File: config.mk
export PLATFORM = sky130hd
export DESIGN_NAME = rv_id_stage
export DESIGN_NICKNAME = d
export VERILOG_FILES = /design/src/rtl/rv_ctrl_pkg.sv /design/src/rtl/rv_isa_pkg.sv /design/src/rtl/rv_id_stage.sv /design/src/rtl/id_ex_reg.sv /design/src/rtl/imm_gen.sv /design/src/rtl/instr_decoder.sv
export VERILOG_INCLUDE_DIRS = /design/src /design/src/rtl
export SDC_FILE = /design/constraint.sdc
export NUM_CORES = 1
export LEC_CHECK = 0
export BUFFER_PORTS_ARGS = -buffer_cell sky130_fd_sc_hd__buf_2
export CORE_UTILIZATION = 54
export DETAILED_ROUTE_END_ITERATION = 7
export GPL_ROUTABILITY_DRIVEN = 0
export GPL_TIMING_DRIVEN = 0
export HOLD_SLACK_MARGIN = 0.03
export PLACE_DENSITY_LB_ADDON = 0.08
export SLEW_MARGIN = 0
export SYNTH_ARGS = -nofsm -noshare
export SYNTH_HDL_FRONTEND = slang
export SYNTH_SLANG_ARGS = --single-unit
File: constraint.sdc
create_clock -name clk -period 3.45 [get_ports clk]
set_input_delay 0.69 -clock clk [delete_from_list [all_inputs] [get_ports clk]]
set_output_delay 0.69 -clock clk [all_outputs]
set_load 0.005 [all_outputs]
File: src/rtl/rv_decoder_macros.svh
`ifndef RV_DECODER_MACROS_SVH
`define RV_DECODER_MACROS_SVH

// Instruction word width
`define INSTR_W 32

// Immediate and datapath width
`define XLEN 32

`define REG_ADDR_W 5  // x0..x31

`define ALU_OP_W 4    // Sixteen ALU codes

`endif
File: src/rtl/rv_ctrl_pkg.sv
`include "rv_decoder_macros.svh"

package rv_ctrl_pkg;

    // One code per operation across all opcode groups
    typedef enum logic [`ALU_OP_W-1:0] {
        ALU_PASS = 4'h0,  // Operand B straight through, LUI and illegal
        ALU_ADD  = 4'h1,  // Also address calc and link
        ALU_SUB  = 4'h2,
        ALU_AND  = 4'h3,
        ALU_OR   = 4'h4,
        ALU_XOR  = 4'h5,
        ALU_SLL  = 4'h6,
        ALU_SRL  = 4'h7,
        ALU_SRA  = 4'h8,
        ALU_SLTU = 4'h9,  // SLTIU

        // Branch compares
        ALU_EQ   = 4'ha,
        ALU_NE   = 4'hb,
        ALU_LT   = 4'hc,
        ALU_GE   = 4'hd,
        ALU_LTU  = 4'he,
        ALU_GEU  = 4'hf
    } alu_op_e;

endpackage

File: src/rtl/rv_isa_pkg.sv
`include "rv_decoder_macros.svh"

package rv_isa_pkg;

    // Major opcodes, bits 6..0
    typedef enum logic [6:0] {
        OP        = 7'b0110011,  // Register-register ALU
        OP_IMM    = 7'b0010011,  // Register-immediate ALU
        OP_IMM_32 = 7'b0011011,  // Word forms ADDIW etc
        JALR      = 7'b1100111,
        LOAD      = 7'b0000011,
        STORE     = 7'b0100011,
        BRANCH    = 7'b1100011,
        LUI       = 7'b0110111,
        AUIPC     = 7'b0010111,
        JAL       = 7'b1101111
    } opcode_e;

    // Selects the immediate layout downstream
    typedef enum logic [2:0] {
        FMT_R = 3'd0,  // No immediate
        FMT_I = 3'd1,
        FMT_S = 3'd2,
        FMT_B = 3'd3,
        FMT_U = 3'd4,
        FMT_J = 3'd5
    } instr_fmt_e;

    localparam logic [6:0] FUNCT7_BASE = 7'b0000000;  // ADD, SRL and friends
    localparam logic [6:0] FUNCT7_ALT  = 7'b0100000;  // SUB, SRA

    // ALU group funct3
    localparam logic [2:0] F3_ADD  = 3'b000;  // Also SUB
    localparam logic [2:0] F3_SLL  = 3'b001;
    localparam logic [2:0] F3_SLTU = 3'b011;
    localparam logic [2:0] F3_XOR  = 3'b100;
    localparam logic [2:0] F3_SR   = 3'b101;  // SRL or SRA by funct7
    localparam logic [2:0] F3_OR   = 3'b110;
    localparam logic [2:0] F3_AND  = 3'b111;
    localparam logic [2:0] F3_JALR = 3'b000;

    // Load widths
    localparam logic [2:0] F3_LW  = 3'b010;
    localparam logic [2:0] F3_LD  = 3'b011;
    localparam logic [2:0] F3_LBU = 3'b100;

    // Store widths
    localparam logic [2:0] F3_SB = 3'b000;
    localparam logic [2:0] F3_SH = 3'b001;
    localparam logic [2:0] F3_SW = 3'b010;
    localparam logic [2:0] F3_SD = 3'b011;

    // Branch conditions
    localparam logic [2:0] F3_BEQ  = 3'b000;
    localparam logic [2:0] F3_BNE  = 3'b001;
    localparam logic [2:0] F3_BLT  = 3'b100;
    localparam logic [2:0] F3_BGE  = 3'b101;
    localparam logic [2:0] F3_BLTU = 3'b110;
    localparam logic [2:0] F3_BGEU = 3'b111;

    typedef struct packed {
        logic [6:0]             funct7;
        logic [`REG_ADDR_W-1:0] rs2;
        logic [`REG_ADDR_W-1:0] rs1;
        logic [2:0]             funct3;
        logic [`REG_ADDR_W-1:0] rd;
        logic [6:0]             opcode;
    } r_view_t;

    typedef struct packed {
        logic [11:0]            imm;     // imm[11:0]
        logic [`REG_ADDR_W-1:0] rs1;
        logic [2:0]             funct3;
        logic [`REG_ADDR_W-1:0] rd;
        logic [6:0]             opcode;
    } i_view_t;

    typedef struct packed {
        logic [6:0]             imm_hi;  // imm[11:5]
        logic [`REG_ADDR_W-1:0] rs2;
        logic [`REG_ADDR_W-1:0] rs1;
        logic [2:0]             funct3;
        logic [4:0]             imm_lo;  // imm[4:0]
        logic [6:0]             opcode;
    } s_view_t;

    typedef struct packed {
        logic                   imm_12;
        logic [5:0]             imm_10_5;
        logic [`REG_ADDR_W-1:0] rs2;
        logic [`REG_ADDR_W-1:0] rs1;
        logic [2:0]             funct3;
        logic [3:0]             imm_4_1;
        logic                   imm_11;   // Sits in bit 7
        logic [6:0]             opcode;
    } b_view_t;

    typedef struct packed {
        logic [19:0]            imm_31_12;
        logic [`REG_ADDR_W-1:0] rd;
        logic [6:0]             opcode;
    } u_view_t;

    typedef struct packed {
        logic                   imm_20;
        logic [9:0]             imm_10_1;
        logic                   imm_11;
        logic [7:0]             imm_19_12;
        logic [`REG_ADDR_W-1:0] rd;
        logic [6:0]             opcode;
    } j_view_t;

    // Same 32 bits seen through each format
    typedef union packed {
        r_view_t r;
        i_view_t i;
        s_view_t s;
        b_view_t b;
        u_view_t u;
        j_view_t j;
    } instr_word_u;

endpackage

File: src/rtl/rv_id_stage.sv
`include "rv_decoder_macros.svh"

module rv_id_stage (
    input  logic                     clk,
    input  logic                     reset,
    input  logic                     instr_valid,
    input  rv_isa_pkg::instr_word_u  instr,
    output logic                     id_valid,
    output rv_ctrl_pkg::alu_op_e     id_alu_op,
    output logic                     id_illegal,
    output logic [`REG_ADDR_W-1:0]   id_rs1,
    output logic [`REG_ADDR_W-1:0]   id_rs2,
    output logic [`REG_ADDR_W-1:0]   id_rd,
    output logic signed [`XLEN-1:0]  id_imm
);

    import rv_isa_pkg::*;
    import rv_ctrl_pkg::*;

    instr_fmt_e              fmt;      // Decoder to immediate generator
    alu_op_e                 alu_op;
    logic                    illegal;
    logic [`REG_ADDR_W-1:0]  rs1;
    logic [`REG_ADDR_W-1:0]  rs2;
    logic [`REG_ADDR_W-1:0]  rd;
    logic signed [`XLEN-1:0] imm;

    instr_decoder i_decoder (
        .instr   (instr),
        .fmt     (fmt),
        .alu_op  (alu_op),
        .illegal (illegal),
        .rs1     (rs1),
        .rs2     (rs2),
        .rd      (rd)
    );

    imm_gen i_imm_gen (
        .instr (instr),
        .fmt   (fmt),              // Zero for illegal
        .imm   (imm)
    );

    id_ex_reg i_id_ex_reg (
        .clk         (clk),
        .reset       (reset),
        .instr_valid (instr_valid),
        .alu_op      (alu_op),
        .illegal     (illegal),
        .rs1         (rs1),
        .rs2         (rs2),
        .rd          (rd),
        .imm         (imm),
        .id_valid    (id_valid),
        .id_alu_op   (id_alu_op),
        .id_illegal  (id_illegal),
        .id_rs1      (id_rs1),
        .id_rs2      (id_rs2),
        .id_rd       (id_rd),
        .id_imm      (id_imm)
    );

endmodule

File: src/rtl/id_ex_reg.sv
`include "rv_decoder_macros.svh"

module id_ex_reg (
    input  logic                     clk,
    input  logic                     reset,
    input  logic                     instr_valid,
    input  rv_ctrl_pkg::alu_op_e     alu_op,
    input  logic                     illegal,
    input  logic [`REG_ADDR_W-1:0]   rs1,
    input  logic [`REG_ADDR_W-1:0]   rs2,
    input  logic [`REG_ADDR_W-1:0]   rd,
    input  logic signed [`XLEN-1:0]  imm,
    output logic                     id_valid,
    output rv_ctrl_pkg::alu_op_e     id_alu_op,
    output logic                     id_illegal,
    output logic [`REG_ADDR_W-1:0]   id_rs1,
    output logic [`REG_ADDR_W-1:0]   id_rs2,
    output logic [`REG_ADDR_W-1:0]   id_rd,
    output logic signed [`XLEN-1:0]  id_imm
);

    import rv_ctrl_pkg::*;

    // Valid follows the strobe, payload loads on strobe
    always_ff @(posedge clk) begin
        if (reset) begin
            id_valid   <= 1'b0;
            id_alu_op  <= ALU_PASS;      // Code zero
            id_illegal <= 1'b0;
            id_rs1     <= '0;
            id_rs2     <= '0;
            id_rd      <= '0;
            id_imm     <= '0;
        end else begin
            id_valid <= instr_valid;     // One cycle per strobe
            if (instr_valid) begin
                id_alu_op  <= alu_op;
                id_illegal <= illegal;
                id_rs1     <= rs1;
                id_rs2     <= rs2;
                id_rd      <= rd;
                id_imm     <= imm;
            end
        end
    end

endmodule

File: src/rtl/imm_gen.sv
`include "rv_decoder_macros.svh"

module imm_gen (
    input  rv_isa_pkg::instr_word_u  instr,
    input  rv_isa_pkg::instr_fmt_e   fmt,
    output logic signed [`XLEN-1:0]  imm
);

    import rv_isa_pkg::*;

    logic sign;  // Instruction bit 31 in every format

    assign sign = instr[`INSTR_W-1];

    always_comb begin
        case (fmt)
            FMT_I: begin
                imm = {{(`XLEN-12){sign}}, instr.i.imm};
            end
            FMT_S: begin
                imm = {{(`XLEN-12){sign}}, instr.s.imm_hi, instr.s.imm_lo};
            end
            FMT_B: begin
                imm = {{(`XLEN-13){sign}},
                       instr.b.imm_12,
                       instr.b.imm_11,
                       instr.b.imm_10_5,
                       instr.b.imm_4_1,
                       1'b0};                           // Halfword aligned
            end
            FMT_U: begin
                imm = {instr.u.imm_31_12, 12'h000};     // Upper 20 bits, low zeroed
            end
            FMT_J: begin
                imm = {{(`XLEN-21){sign}},
                       instr.j.imm_20,
                       instr.j.imm_19_12,
                       instr.j.imm_11,
                       instr.j.imm_10_1,
                       1'b0};                           // Halfword aligned
            end
            default: begin
                imm = '0;                               // R format and illegal
            end
        endcase
    end

endmodule

File: src/rtl/instr_decoder.sv
`include "rv_decoder_macros.svh"

module instr_decoder (
    input  rv_isa_pkg::instr_word_u  instr,
    output rv_isa_pkg::instr_fmt_e   fmt,
    output rv_ctrl_pkg::alu_op_e     alu_op,
    output logic                     illegal,
    output logic [`REG_ADDR_W-1:0]   rs1,
    output logic [`REG_ADDR_W-1:0]   rs2,
    output logic [`REG_ADDR_W-1:0]   rd
);

    import rv_isa_pkg::*;
    import rv_ctrl_pkg::*;

    logic [6:0] opcode;
    logic [2:0] funct3;
    logic [6:0] funct7;
    logic       f7_base;  // funct7 all zero
    logic       f7_alt;   // funct7 bit 30 set
    logic       alt_ok;   // funct3 allows the alternate funct7

    assign opcode  = instr.r.opcode;
    assign funct3  = instr.r.funct3;
    assign funct7  = instr.r.funct7;
    assign f7_base = (funct7 == FUNCT7_BASE);
    assign f7_alt  = (funct7 == FUNCT7_ALT);
    assign alt_ok  = (funct3 == F3_ADD) || (funct3 == F3_SR);  // Only ADD/SUB and SRL/SRA

    // Format and ALU op classification
    always_comb begin
        fmt     = FMT_R;
        alu_op  = ALU_PASS;
        illegal = 1'b0;
        case (opcode)
            OP: begin
                fmt = FMT_R;
                case (funct3)
                    F3_ADD:  alu_op = f7_alt ? ALU_SUB : ALU_ADD;
                    F3_SLL:  alu_op = ALU_SLL;
                    F3_XOR:  alu_op = ALU_XOR;
                    F3_SR:   alu_op = f7_alt ? ALU_SRA : ALU_SRL;
                    F3_OR:   alu_op = ALU_OR;
                    F3_AND:  alu_op = ALU_AND;
                    default: illegal = 1'b1;  // SLT, SLTU not supported
                endcase
                if (!(f7_base || (f7_alt && alt_ok))) begin
                    illegal = 1'b1;  // Bad funct7 for this funct3
                end
            end
            OP_IMM: begin
                fmt = FMT_I;
                case (funct3)
                    F3_ADD:  alu_op = ALU_ADD;   // ADDI
                    F3_AND:  alu_op = ALU_AND;   // ANDI
                    F3_OR:   alu_op = ALU_OR;    // ORI
                    F3_XOR:  alu_op = ALU_XOR;   // XORI
                    F3_SLTU: alu_op = ALU_SLTU;  // SLTIU
                    F3_SLL: begin
                        alu_op  = ALU_SLL;       // SLLI
                        illegal = !f7_base;
                    end
                    F3_SR: begin
                        alu_op  = f7_alt ? ALU_SRA : ALU_SRL;
                        illegal = !(f7_base || f7_alt);
                    end
                    default: illegal = 1'b1;     // SLTI
                endcase
            end
            OP_IMM_32: begin
                fmt = FMT_I;  // Word forms share the 64-bit codes
                case (funct3)
                    F3_ADD:  alu_op = ALU_ADD;   // ADDIW
                    F3_SLL: begin
                        alu_op  = ALU_SLL;       // SLLIW
                        illegal = !f7_base;
                    end
                    F3_SR: begin
                        alu_op  = f7_alt ? ALU_SRA : ALU_SRL;
                        illegal = !(f7_base || f7_alt);
                    end
                    default: illegal = 1'b1;
                endcase
            end
            JALR: begin
                fmt     = FMT_I;
                alu_op  = ALU_ADD;               // Target rs1 + imm
                illegal = (funct3 != F3_JALR);
            end
            LOAD: begin
                fmt    = FMT_I;
                alu_op = ALU_ADD;                // Effective address
                case (funct3)
                    F3_LW, F3_LD, F3_LBU: illegal = 1'b0;
                    default:              illegal = 1'b1;
                endcase
            end
            STORE: begin
                fmt    = FMT_S;
                alu_op = ALU_ADD;
                case (funct3)
                    F3_SB, F3_SH, F3_SW, F3_SD: illegal = 1'b0;
                    default:                    illegal = 1'b1;
                endcase
            end
            BRANCH: begin
                fmt = FMT_B;
                case (funct3)
                    F3_BEQ:  alu_op = ALU_EQ;
                    F3_BNE:  alu_op = ALU_NE;
                    F3_BLT:  alu_op = ALU_LT;
                    F3_BGE:  alu_op = ALU_GE;
                    F3_BLTU: alu_op = ALU_LTU;
                    F3_BGEU: alu_op = ALU_GEU;
                    default: illegal = 1'b1;     // 010 and 011 unused
                endcase
            end
            LUI: begin
                fmt    = FMT_U;
                alu_op = ALU_PASS;               // rd gets the immediate
            end
            AUIPC: begin
                fmt    = FMT_U;
                alu_op = ALU_ADD;                // PC + imm
            end
            JAL: begin
                fmt    = FMT_J;
                alu_op = ALU_ADD;                // Return address PC + 4
            end
            default: illegal = 1'b1;             // Unknown opcode
        endcase

        if (illegal) begin
            fmt    = FMT_R;                      // Forces a zero immediate
            alu_op = ALU_PASS;
        end
    end

    // Register address masking per format
    always_comb begin
        rs1 = instr.r.rs1;
        rs2 = instr.r.rs2;
        rd  = instr.r.rd;
        if (illegal) begin
            rs1 = '0;                            // No register write either
            rs2 = '0;
            rd  = '0;
        end else begin
            case (fmt)
                FMT_I: rs2 = '0;
                FMT_S, FMT_B: rd = '0;           // No destination
                FMT_U, FMT_J: begin
                    rs1 = '0;
                    rs2 = '0;
                end
                default: rd = instr.r.rd;        // R uses all three
            endcase
        end
    end

endmodule

# Word-level counts from Yosys, hierarchy flattened
# Cells that the tools add are included.
[word_totals] ff_bits=53 latchBits=0 ram_bits=0 mem_bits_ro=0 output_inout_bits=53 word_cells=74 memories=0
[op_classes] n_addsub=0 mul=0 n_div=0 n_lt_le_gt_ge=0 eq_ne=23 shifts=0 muxes=24 bitwise_logic=0 n_reduce_logical=20
[op_table] op="one-hot mux 32 bit (5 select lines)" count=1
[op_table] op="one-hot mux 4 bit (6 select lines)" count=2
[op_table] op="2-to-1 mux 5 bit" count=6
[op_table] op="== test 7 x 6 -> 1 bit (second input constant)" count=4
[op_table] op="one-hot mux 4 bit (7 select lines)" count=1
[op_table] op="== test 7 x 5 -> 1 bit (second input constant)" count=3
[op_table] op="== test 7 bit (second input constant)" count=3
[op_table] op="one-hot mux 4 bit (5 select lines)" count=1
[op_table] op="== test 3 bit (second input constant)" count=6
[op_table] op="one-hot mux 3 bit (5 select lines)" count=1
[op_table] op="== test 3 x 2 -> 1 bit (second input constant)" count=4
[op_table] op="one-hot mux 4 bit (3 select lines)" count=1
[op_table] op="OR reduction 5 bit" count=2
[op_table] op="OR reduction 3 bit" count=3
[op_table] op="2-to-1 mux 4 bit" count=2
[op_table] op="one-hot mux 1 bit (8 select lines)" count=1
[op_table] op="OR reduction 4 bit" count=2
[op_table] op="== test 7 x 2 -> 1 bit (second input constant)" count=1
[op_table] op="zero test 7 bit" count=1
[op_table] op="== test 3 x 1 -> 1 bit (second input constant)" count=2
[op_table] op="one-hot mux 1 bit (3 select lines)" count=2
[op_table] op="OR reduction 2 bit" count=3
[op_table] op="OR reduction 6 bit" count=1
[op_table] op="2-to-1 mux 1 bit" count=4
[op_table] op="7 further kinds" count=10

# Longest topological paths before layout
# Gate-level depths: netlist of the first run.
[logic_depth] depth_word=11 ltp_mapped=9 ltp_nobuf=6

# Hierarchy
# A second synthesis of the first run with hierarchy kept.
[hier_totals] cells_unflattened=361 area_unflattened_um2=3099.2
[modules_own_cells] module="id_ex_reg" n_inst=1 cells_each=170 area_per_inst_um2=1894.3 seq_area_each_um2=1061.0
[modules_own_cells] module="instr_decoder" n_inst=1 cells_each=125 area_per_inst_um2=814.5 seq_area_each_um2=0.0
[modules_own_cells] module="imm_gen" n_inst=1 cells_each=66 area_per_inst_um2=390.4 seq_area_each_um2=0.0

# Worst setup path before layout of the first run
# OpenSTA, ideal clock, no wires.
[synth_path] path_kind="input-to-reg" start="in instr[6] (netlist bit)" end="reg i_id_ex_reg.id_rd[0]" setup_time_ps=117 t_arrival_ps=2262 slack_ps=1071 stages=9 cell_sequence="buf_6 > and4b_1 > nand3_1 > a311oi_2 > nand3b_1 > buf_6 > nor2_2 > buf_6 > a32o_1"
[synth_between] elab_chain_cells=8 word_cells_on_any_way=21 cone_classes="eq/ne (12); mux (5); reduce/logical (4)"
[synth_lines] item="start, declared" line_no="rv_id_stage.sv:7" text="input rv_isa_pkg::instr_word_u instr,"
[synth_lines] item="== test 7 x 6 -> 1 bit (tied with other cells)" line_no="instr_decoder.sv:35" text="case (opcode)"
[synth_lines] item="OR reduction 3 bit (no source line) (tied with other cells)"
[synth_lines] item="one-hot mux 1 bit (8 select lines) / one-hot mux 3 bit (5 select lines) (equally long branches)" line_no="instr_decoder.sv:35"
[synth_lines] item="2-to-1 mux 3 bit" line_no="instr_decoder.sv:133" text="if (illegal) begin"
[synth_lines] item="== test 3 x 2 -> 1 bit" line_no="instr_decoder.sv:149" text="case (fmt)"
[synth_lines] item="OR reduction 2 bit" line_no="instr_decoder.sv:149"
[synth_lines] item="2-to-1 mux 5 bit" line_no="instr_decoder.sv:149"
[synth_lines] item="2-to-1 mux 5 bit *" line_no="instr_decoder.sv:144" text="if (illegal) begin"
[synth_lines] item="end signal, assigned" line_no="id_ex_reg.sv:41" text="id_rd <= rd;"
[synth_lines] item="end, declared" line_no="id_ex_reg.sv:18" text="output logic [`REG_ADDR_W-1:0] id_rd,"
# Mark *: on every way between the ends. The rest lies on a longest branch, timed or not.
# A chain may end at the register's enable or synchronous reset.

# Final worst setup path of the first run
[layout_path] start="in instr[3] (netlist bit)" end="reg i_id_ex_reg.id_imm[28]"
[layout_between] elab_chain_cells=6 word_cells_on_any_way=22 cone_classes="eq/ne (15); mux (4); reduce/logical (3)"
[layout_lines] item="== test 7 x 6 -> 1 bit (tied with other cells)" line_no="instr_decoder.sv:35"
[layout_lines] item="OR reduction 3 bit (no source line) (tied with other cells)"
[layout_lines] item="one-hot mux 1 bit (8 select lines) / one-hot mux 3 bit (5 select lines) (equally long branches)" line_no="instr_decoder.sv:35"
[layout_lines] item="2-to-1 mux 3 bit *" line_no="instr_decoder.sv:133"
[layout_lines] item="== test 3 bit (tied with other cells)" line_no="imm_gen.sv:16" text="case (fmt)"
[layout_lines] item="one-hot mux 32 bit (5 select lines) *" line_no="imm_gen.sv:16"
[layout_lines] item="end signal, assigned" line_no="id_ex_reg.sv:42" text="id_imm <= imm;"
[layout_lines] item="end, declared" line_no="id_ex_reg.sv:19" text="output logic signed [`XLEN-1:0] id_imm"
# Marks and branches as above.

==> metrics.yaml, run 1 <==
cts.htree.levels: 2
grt_max_degree: 19
hold_viol_final: 0
multi_input_area_um2: 1480
r2r-end: "i_id_ex_reg.id_imm[3]$_SDFFE_PP0P_"
critical_path_class: "primary input to flop"
drv_cap: 0
setup_viol: 0
crit_chain: "buf_2 -> nand4bb_1 -> nor2_1 -> o2111ai_1 -> nand4_1 -> clkbuf_1 -> o21ai_0 -> a22o_1"
drc: 0
final_cell_mix: "buf_2 (91), dfxtp_1 (53), nand2_1 (33)"
post-cts-setup-buffers: 0
setup-tns-final_ps: 0
rsz0062_at_grt: "no"
endpoint_kind: "flop"
hp-class: "flop to flop"
antenna_found_initial: 0
rrSetupSlack_ps: 2630
clk-insertion-delay-late_ps: 310
clockRootBuffer: "clkbuf_8"
n_antenna_cell: 0
finalWirelength_mm: 7.64
hp-start: "i_id_ex_reg.id_rs1[0]$_SDFFE_PP0P_"
required_ps: 3660
fp.dieW_um: 72.5
drt_iter0_drc: 208
grtUsageTotal: 0.301
cp_slowest_cell: "nand4bb_1"
r2r.worst_path.cells: 2
instances_no_fill: 460
start_util: 0.564
numCtsBuffers: 5
synth_cell_types: 56
ctsHoldBuffers: 0
area_growth_pct: 22.5
relSlewSlack: 0.567
skew_ps: 0
netlist_area_um2: 2680
cp.arrival_ps: 2720
synthArstFlopShare: 0
synth_nets: 335
synth_largest_area_cell: "dfxtp_1"
period_minus_slack_ps: 2510
die_y_um: 72.5
vdd_ir_drop_max_mv: 0.174
hold_end: "i_id_ex_reg.id_rs1[0]$_SDFFE_PP0P_"
finalInstanceArea_um2: 3280
critPathMaxFanout: 10
wl_per_cell_um: 16.6
seq_area_frac_synth: 0.396
synth_edf_count: 0
row_count: 25
worst_pin_slew_ps: 649
first_pass_iters: 5
synth-seq-cells: 53
cpPeakStageDelay_ps: 370
via_per_inst: 6.12
synthTopCellsByArea: "dfxtp_1 (40%), a22o_1 (10%), a32o_1 (5.6%)"
dp_cells: 452
slew_violations: 0
coreArea_um2: 4750
fp.dieArea_um2: 5250
io_pins: 88
cp-startpoint: "instr[3]"
vias: 2815
grt_pass1_wl_mm: 12.3
layout_commonest_cell: "buf_2"
clock_sinks: 53
clkTransAtPathRegs_ps: 100
ctsResizeCount: 0
grt_pass1_vias: 2457
syn_inst: 300
drive_above_1_share: 0.290
fin_crit_sh: 0.728
seqCellArea_um2: 1060
nFillCells: 438
synth_flop_cell: "dfxtp_1"
place_area_um2: 3190
power_density_nw_per_um2: 345
cts_tree: "built"
status: "complete, no violations"
ys_warn_count: 0
holdWs_ps: 472
clk_path_buf_depth: 2
place_hpwl_mm: 5.79
synth_top_area_frac: 0.396
synth_area_per_cell_um2: 8.93
leakagePower_uw: 0.00140
worstReg2RegStart: "i_id_ex_reg.id_imm[3]$_SDFFE_PP0P_"
ant_nets: 0
nets: 427
max_freq_ghz: 0.398
hold_depth: 1
worstSetupStartpointType: "primary input"
io_buffers: 85
grt-ovfl-total: 0
## final cells by class
type,instances,area share
buffer,23,0.0366
tap,67,0.0255
clock inverter,3,0.00800
timing repair buffer,85,0.130
sequential,53,0.323
inverter,4,0.00457
multi-input combinational,220,0.452
clock buffer,5,0.0210
## cells in the mapped netlist, drive strengths merged (2+ instances only)
| library cell | number |
|---|---|
| o22a | 3 |
| nand4 | 2 |
| inv | 4 |
| a211oi | 2 |
| nor4 | 3 |
| and3b | 2 |
| o21ai | 24 |
| a221o | 4 |
| o22ai | 6 |
| a41oi | 2 |
| nand3b | 2 |
| nor3 | 7 |
| a32o | 15 |
| a2bb2oi | 2 |
| and2 | 6 |
| nand3 | 10 |
| a22o | 32 |
| or2 | 2 |
| o2111a | 2 |
| dfxtp | 53 |
| a21oi | 11 |
| nor2b | 5 |
| nor2 | 13 |
| o211ai | 2 |
| o31ai | 2 |
| clkbuf | 11 |
| buf | 12 |
| nand2b | 7 |
| a21o | 2 |
| nand2 | 33 |
## worst max path at each step
stage	slack [ps]	end	depth (start not counted)
after global placement	690	i_id_ex_reg.id_imm[21]$_SDFFE_PP0P_	8
after global routing	780	i_id_ex_reg.id_imm[27]$_SDFFE_PP0P_	8
final	940	i_id_ex_reg.id_imm[28]$_SDFFE_PP0P_	8
after detailed placement	660	i_id_ex_reg.id_imm[22]$_SDFFE_PP0P_	8
after CTS	980	i_id_ex_reg.id_imm[27]$_SDFFE_PP0P_	8
after floorplan	1070	i_id_ex_reg.id_rd[0]$_SDFFE_PP0P_	9
## flip-flops by register name (all words and copies together) (netlist names)
name / flops
i_id_ex_reg.id_rs2: 5
i_id_ex_reg.id_illegal: 1
i_id_ex_reg.id_rd: 5
i_id_ex_reg.id_valid: 1
i_id_ex_reg.id_imm: 32
i_id_ex_reg.id_rs1: 5
i_id_ex_reg.id_alu_op: 4
## critical path: cells and delay by family
family                 cells  cell delay [ps]
buffers and inverters      2              480
and+or+nand+nor            3              880
AOI/OAI and AO/OA          3              670
## stage by stage
stage	utilization	setup WS [ps]	power [uW]
6_report	0.691	938	1130
5_1_grt	0.691	782	1170
4_1_cts	0.691	980	1130
3_5_place_dp	0.671	663	777
3_3_place_gp	0.671	692	774
2_1_floorplan	-	1070	716
## kinds of logic (layout without fill, tap and decap cells)
logic type,Yosys count,after routing,share of synthesized area
adders and majority gates,1,1,0.00373
buffers and inverters,27,120,0.0504
AOI/OAI and AO/OA,118,118,0.343
and+or+nand+nor,99,99,0.199
DFF,53,53,0.396
muxes,2,2,0.00794
## layer usage
layer  up-vias  global-route usage  part of all wire
met5         -                   0                 0
met4         0              0.0763             0.013
met3        10              0.0403             0.080
met2       141               0.513              0.48
met1      1325               0.403              0.43
li1       1339                   -                 -
## power by group
part | total, uW | internal [uW] | switching, uW
combinational | 148 | 52.8 | 95.2
clock | 367 | 148 | 219
sequential | 618 | 616 | 1.87
total | 1130 | 817 | 316
Power figures use the tool's default switching activity.
==> run 2, diff against run 1 <==
- CORE_UTILIZATION: 54 -> 50
- clock period: 3.45 -> 2.6 ns (I/O delays scaled with it)
==> run 2 against run 1 <==
  * Die area rose by 7.8%
  * Via count shrank 0.64%
  * Register-to-register slack worse by 850 ps
  * Routed wire length is 2.1% lower
  * First-iteration DRC count down 14%
  * Utilization decreased by 5.3 points
  * Critical path depth unchanged
  * Clock power rose by 26%
  * Sequential share of layout area about the same
  * Flip-flop and latch count unchanged
  * Sequential power is 33% higher
==> metrics.yaml, run 2 (synthesis results as in run 1) <==
nFillCells: 495  # was 438
critical_path_class: "primary input to flop"  # unchanged
setup_viol: 0  # unchanged
fin_crit_sh: 0.889
largest_reg_flops: 32  # unchanged
crit_chain: "buf_2 -> nand4bb_1 -> nor2_1 -> o2111ai_1 -> nand4_1 -> clkbuf_1 -> o21ai_0 -> a22o_1"  # unchanged
cp.depth: 8  # unchanged
drc: 0  # unchanged
preCtsSetupSlack_ps: 5.31  # was 663 ps
cp_slowest_cell: "nand4bb_1"  # unchanged
required_ps: 2800  # was 3660 ps
dp_cells: 455  # was 452
cts_tree: "built"  # unchanged
crit_path_end: "i_id_ex_reg.id_imm[28]$_SDFFE_PP0P_"  # unchanged
antenna_found_initial: 0  # unchanged
vias: 2797  # was 2815
worstSetupStartpointType: "primary input"  # unchanged
drive_above_1_share: 0.288  # was 0.290
cpPeakStageDelay_ps: 360  # was 370 ps
cp.arrival_ps: 2510  # was 2720 ps
ctsHoldBuffers: 0  # unchanged
wl_per_cell_um: 16.2  # was 16.6 um
via_per_inst: 6.04  # was 6.12
numCtsBuffers: 5  # unchanged
clk-insertion-delay-late_ps: 300  # was 310 ps
setup-tns-final_ps: 0  # unchanged
io_buffers: 85  # unchanged
place_area_um2: 3190  # about the same
first_pass_iters: 4  # was 5
clock_sinks: 53  # unchanged
final_cell_mix: "buf_2 (91), dfxtp_1 (53), nand2_1 (33)"  # unchanged
rsz0062_at_grt: "no"  # unchanged
max_freq_ghz: 0.432
hold_depth: 2  # was 1
grtUsageTotal: 0.265  # was 0.301
cp-startpoint: "instr[3]"  # unchanged
drv_cap: 0  # unchanged
clk_path_buf_depth: 2  # unchanged
nets: 427  # unchanged
hold_viol_final: 0  # unchanged
worst_pin_slew_ps: 685  # was 649 ps
area_growth_pct: 22.4  # was 22.5%
r2r-end: "i_id_ex_reg.id_imm[1]$_SDFFE_PP0P_"  # was i_id_ex_reg.id_imm[3]$_SDFFE_PP0P_
clockRootBuffer: "clkbuf_8"  # unchanged
grt_pass1_vias: 2338  # was 2457
instances_no_fill: 463  # was 460
post-cts-setup-buffers: 0  # unchanged
grt_pass1_wl_mm: 11.2  # was 12.3 mm
io_pins: 88  # unchanged
vdd_ir_drop_max_mv: 0.346  # was 0.174 mV
clkTransAtPathRegs_ps: 90  # was 100 ps
crit_family: "simple AND/OR/NAND/NOR gates"  # unchanged
power_density_nw_per_um2: 450  # was 345 nW/um^2
start_util: 0.521  # was 0.564
ctsResizeCount: 0  # unchanged
grt_max_degree: 17  # was 19
holdWs_ps: 432  # was 472 ps
status: "complete, no violations"  # unchanged
r2r.worst_path.cells: 2  # unchanged
endpoint_kind: "flop"  # unchanged
grt-ovfl-total: 0  # unchanged
drt_iter0_drc: 179  # was 208
worstReg2RegStart: "i_id_ex_reg.id_imm[1]$_SDFFE_PP0P_"  # was i_id_ex_reg.id_imm[3]$_SDFFE_PP0P_
fp.dieArea_um2: 5660  # was 5250 um^2
skew_ps: 0  # unchanged
leakagePower_uw: 0.00140  # about the same
relSlewSlack: 0.543  # was 0.567
coreArea_um2: 5140  # was 4750 um^2
n_antenna_cell: 0  # unchanged
worstPathBufferInverterCount: 2  # unchanged
fin_ws_ps: 288  # was 938 ps
row_count: 26  # was 25
cts.htree.levels: 2  # unchanged
die_y_um: 75.2  # was 72.5 um
fp.dieW_um: 75.2  # was 72.5 um
ant_nets: 0  # unchanged
rrSetupSlack_ps: 1780  # was 2630 ps
critPathMaxFanout: 10  # unchanged
finalInstanceArea_um2: 3280  # about the same
place_hpwl_mm: 5.72  # was 5.79 mm
layout_commonest_cell: "buf_2"  # unchanged
hp-class: "primary input to flop"  # was flop to flop
period_minus_slack_ps: 2310
finalWirelength_mm: 7.48  # was 7.64 mm
largest_register: "i_id_ex_reg.id_imm"  # unchanged
slew_violations: 0  # unchanged
## run 2: per-layer routing
layer | global-route usage | vias to the layer above | part of all wire
li1 | - | 1344 | -
met1 | 0.357 | 1337 | 0.46
met2 | 0.436 | 107 | 0.47
met3 | 0.0415 | 9 | 0.062
met4 | 0.0844 | 0 | 0.0096
met5 | 0 | - | 0
## run 2: how the worst min path moves through the flow
stage                                          startpoint  slack, ps                               endpoint
CTS                                                 reset        430    i_id_ex_reg.id_imm[25]$_SDFFE_PP0P_
detailed placement      i_id_ex_reg.id_rd[1]$_SDFFE_PP0P_        450      i_id_ex_reg.id_rd[1]$_SDFFE_PP0P_
finish                                              reset        430    i_id_ex_reg.id_imm[25]$_SDFFE_PP0P_
global route                                        reset        440    i_id_ex_reg.id_illegal$_SDFFE_PP0P_
floorplan           i_id_ex_reg.id_alu_op[1]$_SDFFE_PP0P_        470  i_id_ex_reg.id_alu_op[1]$_SDFFE_PP0P_
global placement        i_id_ex_reg.id_rd[0]$_SDFFE_PP0P_        450      i_id_ex_reg.id_rd[0]$_SDFFE_PP0P_
## run 2: area by class of cell
| class | instances | area, um^2 | share of cell area |
|---|---|---|---|
| Inverter | 4 | 15.0 | 0.00458 |
| Sequential cell | 53 | 1060 | 0.324 |
| Buffer | 23 | 120 | 0.0366 |
| Timing Repair Buffer | 85 | 425 | 0.130 |
| Multi-Input combinational cell | 220 | 1480 | 0.452 |
| Clock inverter | 2 | 13.8 | 0.00420 |
| Clock buffer | 6 | 72.6 | 0.0221 |
| Tap cell | 70 | 87.6 | 0.0267 |
## run 2: power breakdown
| group | switching [uW] | internal [uW] | total, uW |
|---|---|---|---|
| Combinational | 124 | 70.0 | 194 |
| Sequential | 2.58 | 817 | 820 |
| Clock | 270 | 193 | 462 |
## run 2: worst reg2reg max path: cells and delay by family, from the launching register on
family	cells	cell delay, ps
AOI/OAI and AO/OA	1	260
DFF	1	320
and+or+nand+nor	1	130
## run 2: stage by stage
step                total power [uW]   util
floorplan                        950      -
global placement                1030  0.621
detailed placement              1030  0.621
CTS                             1480  0.638
global route                    1530  0.638
finish                          1480  0.638
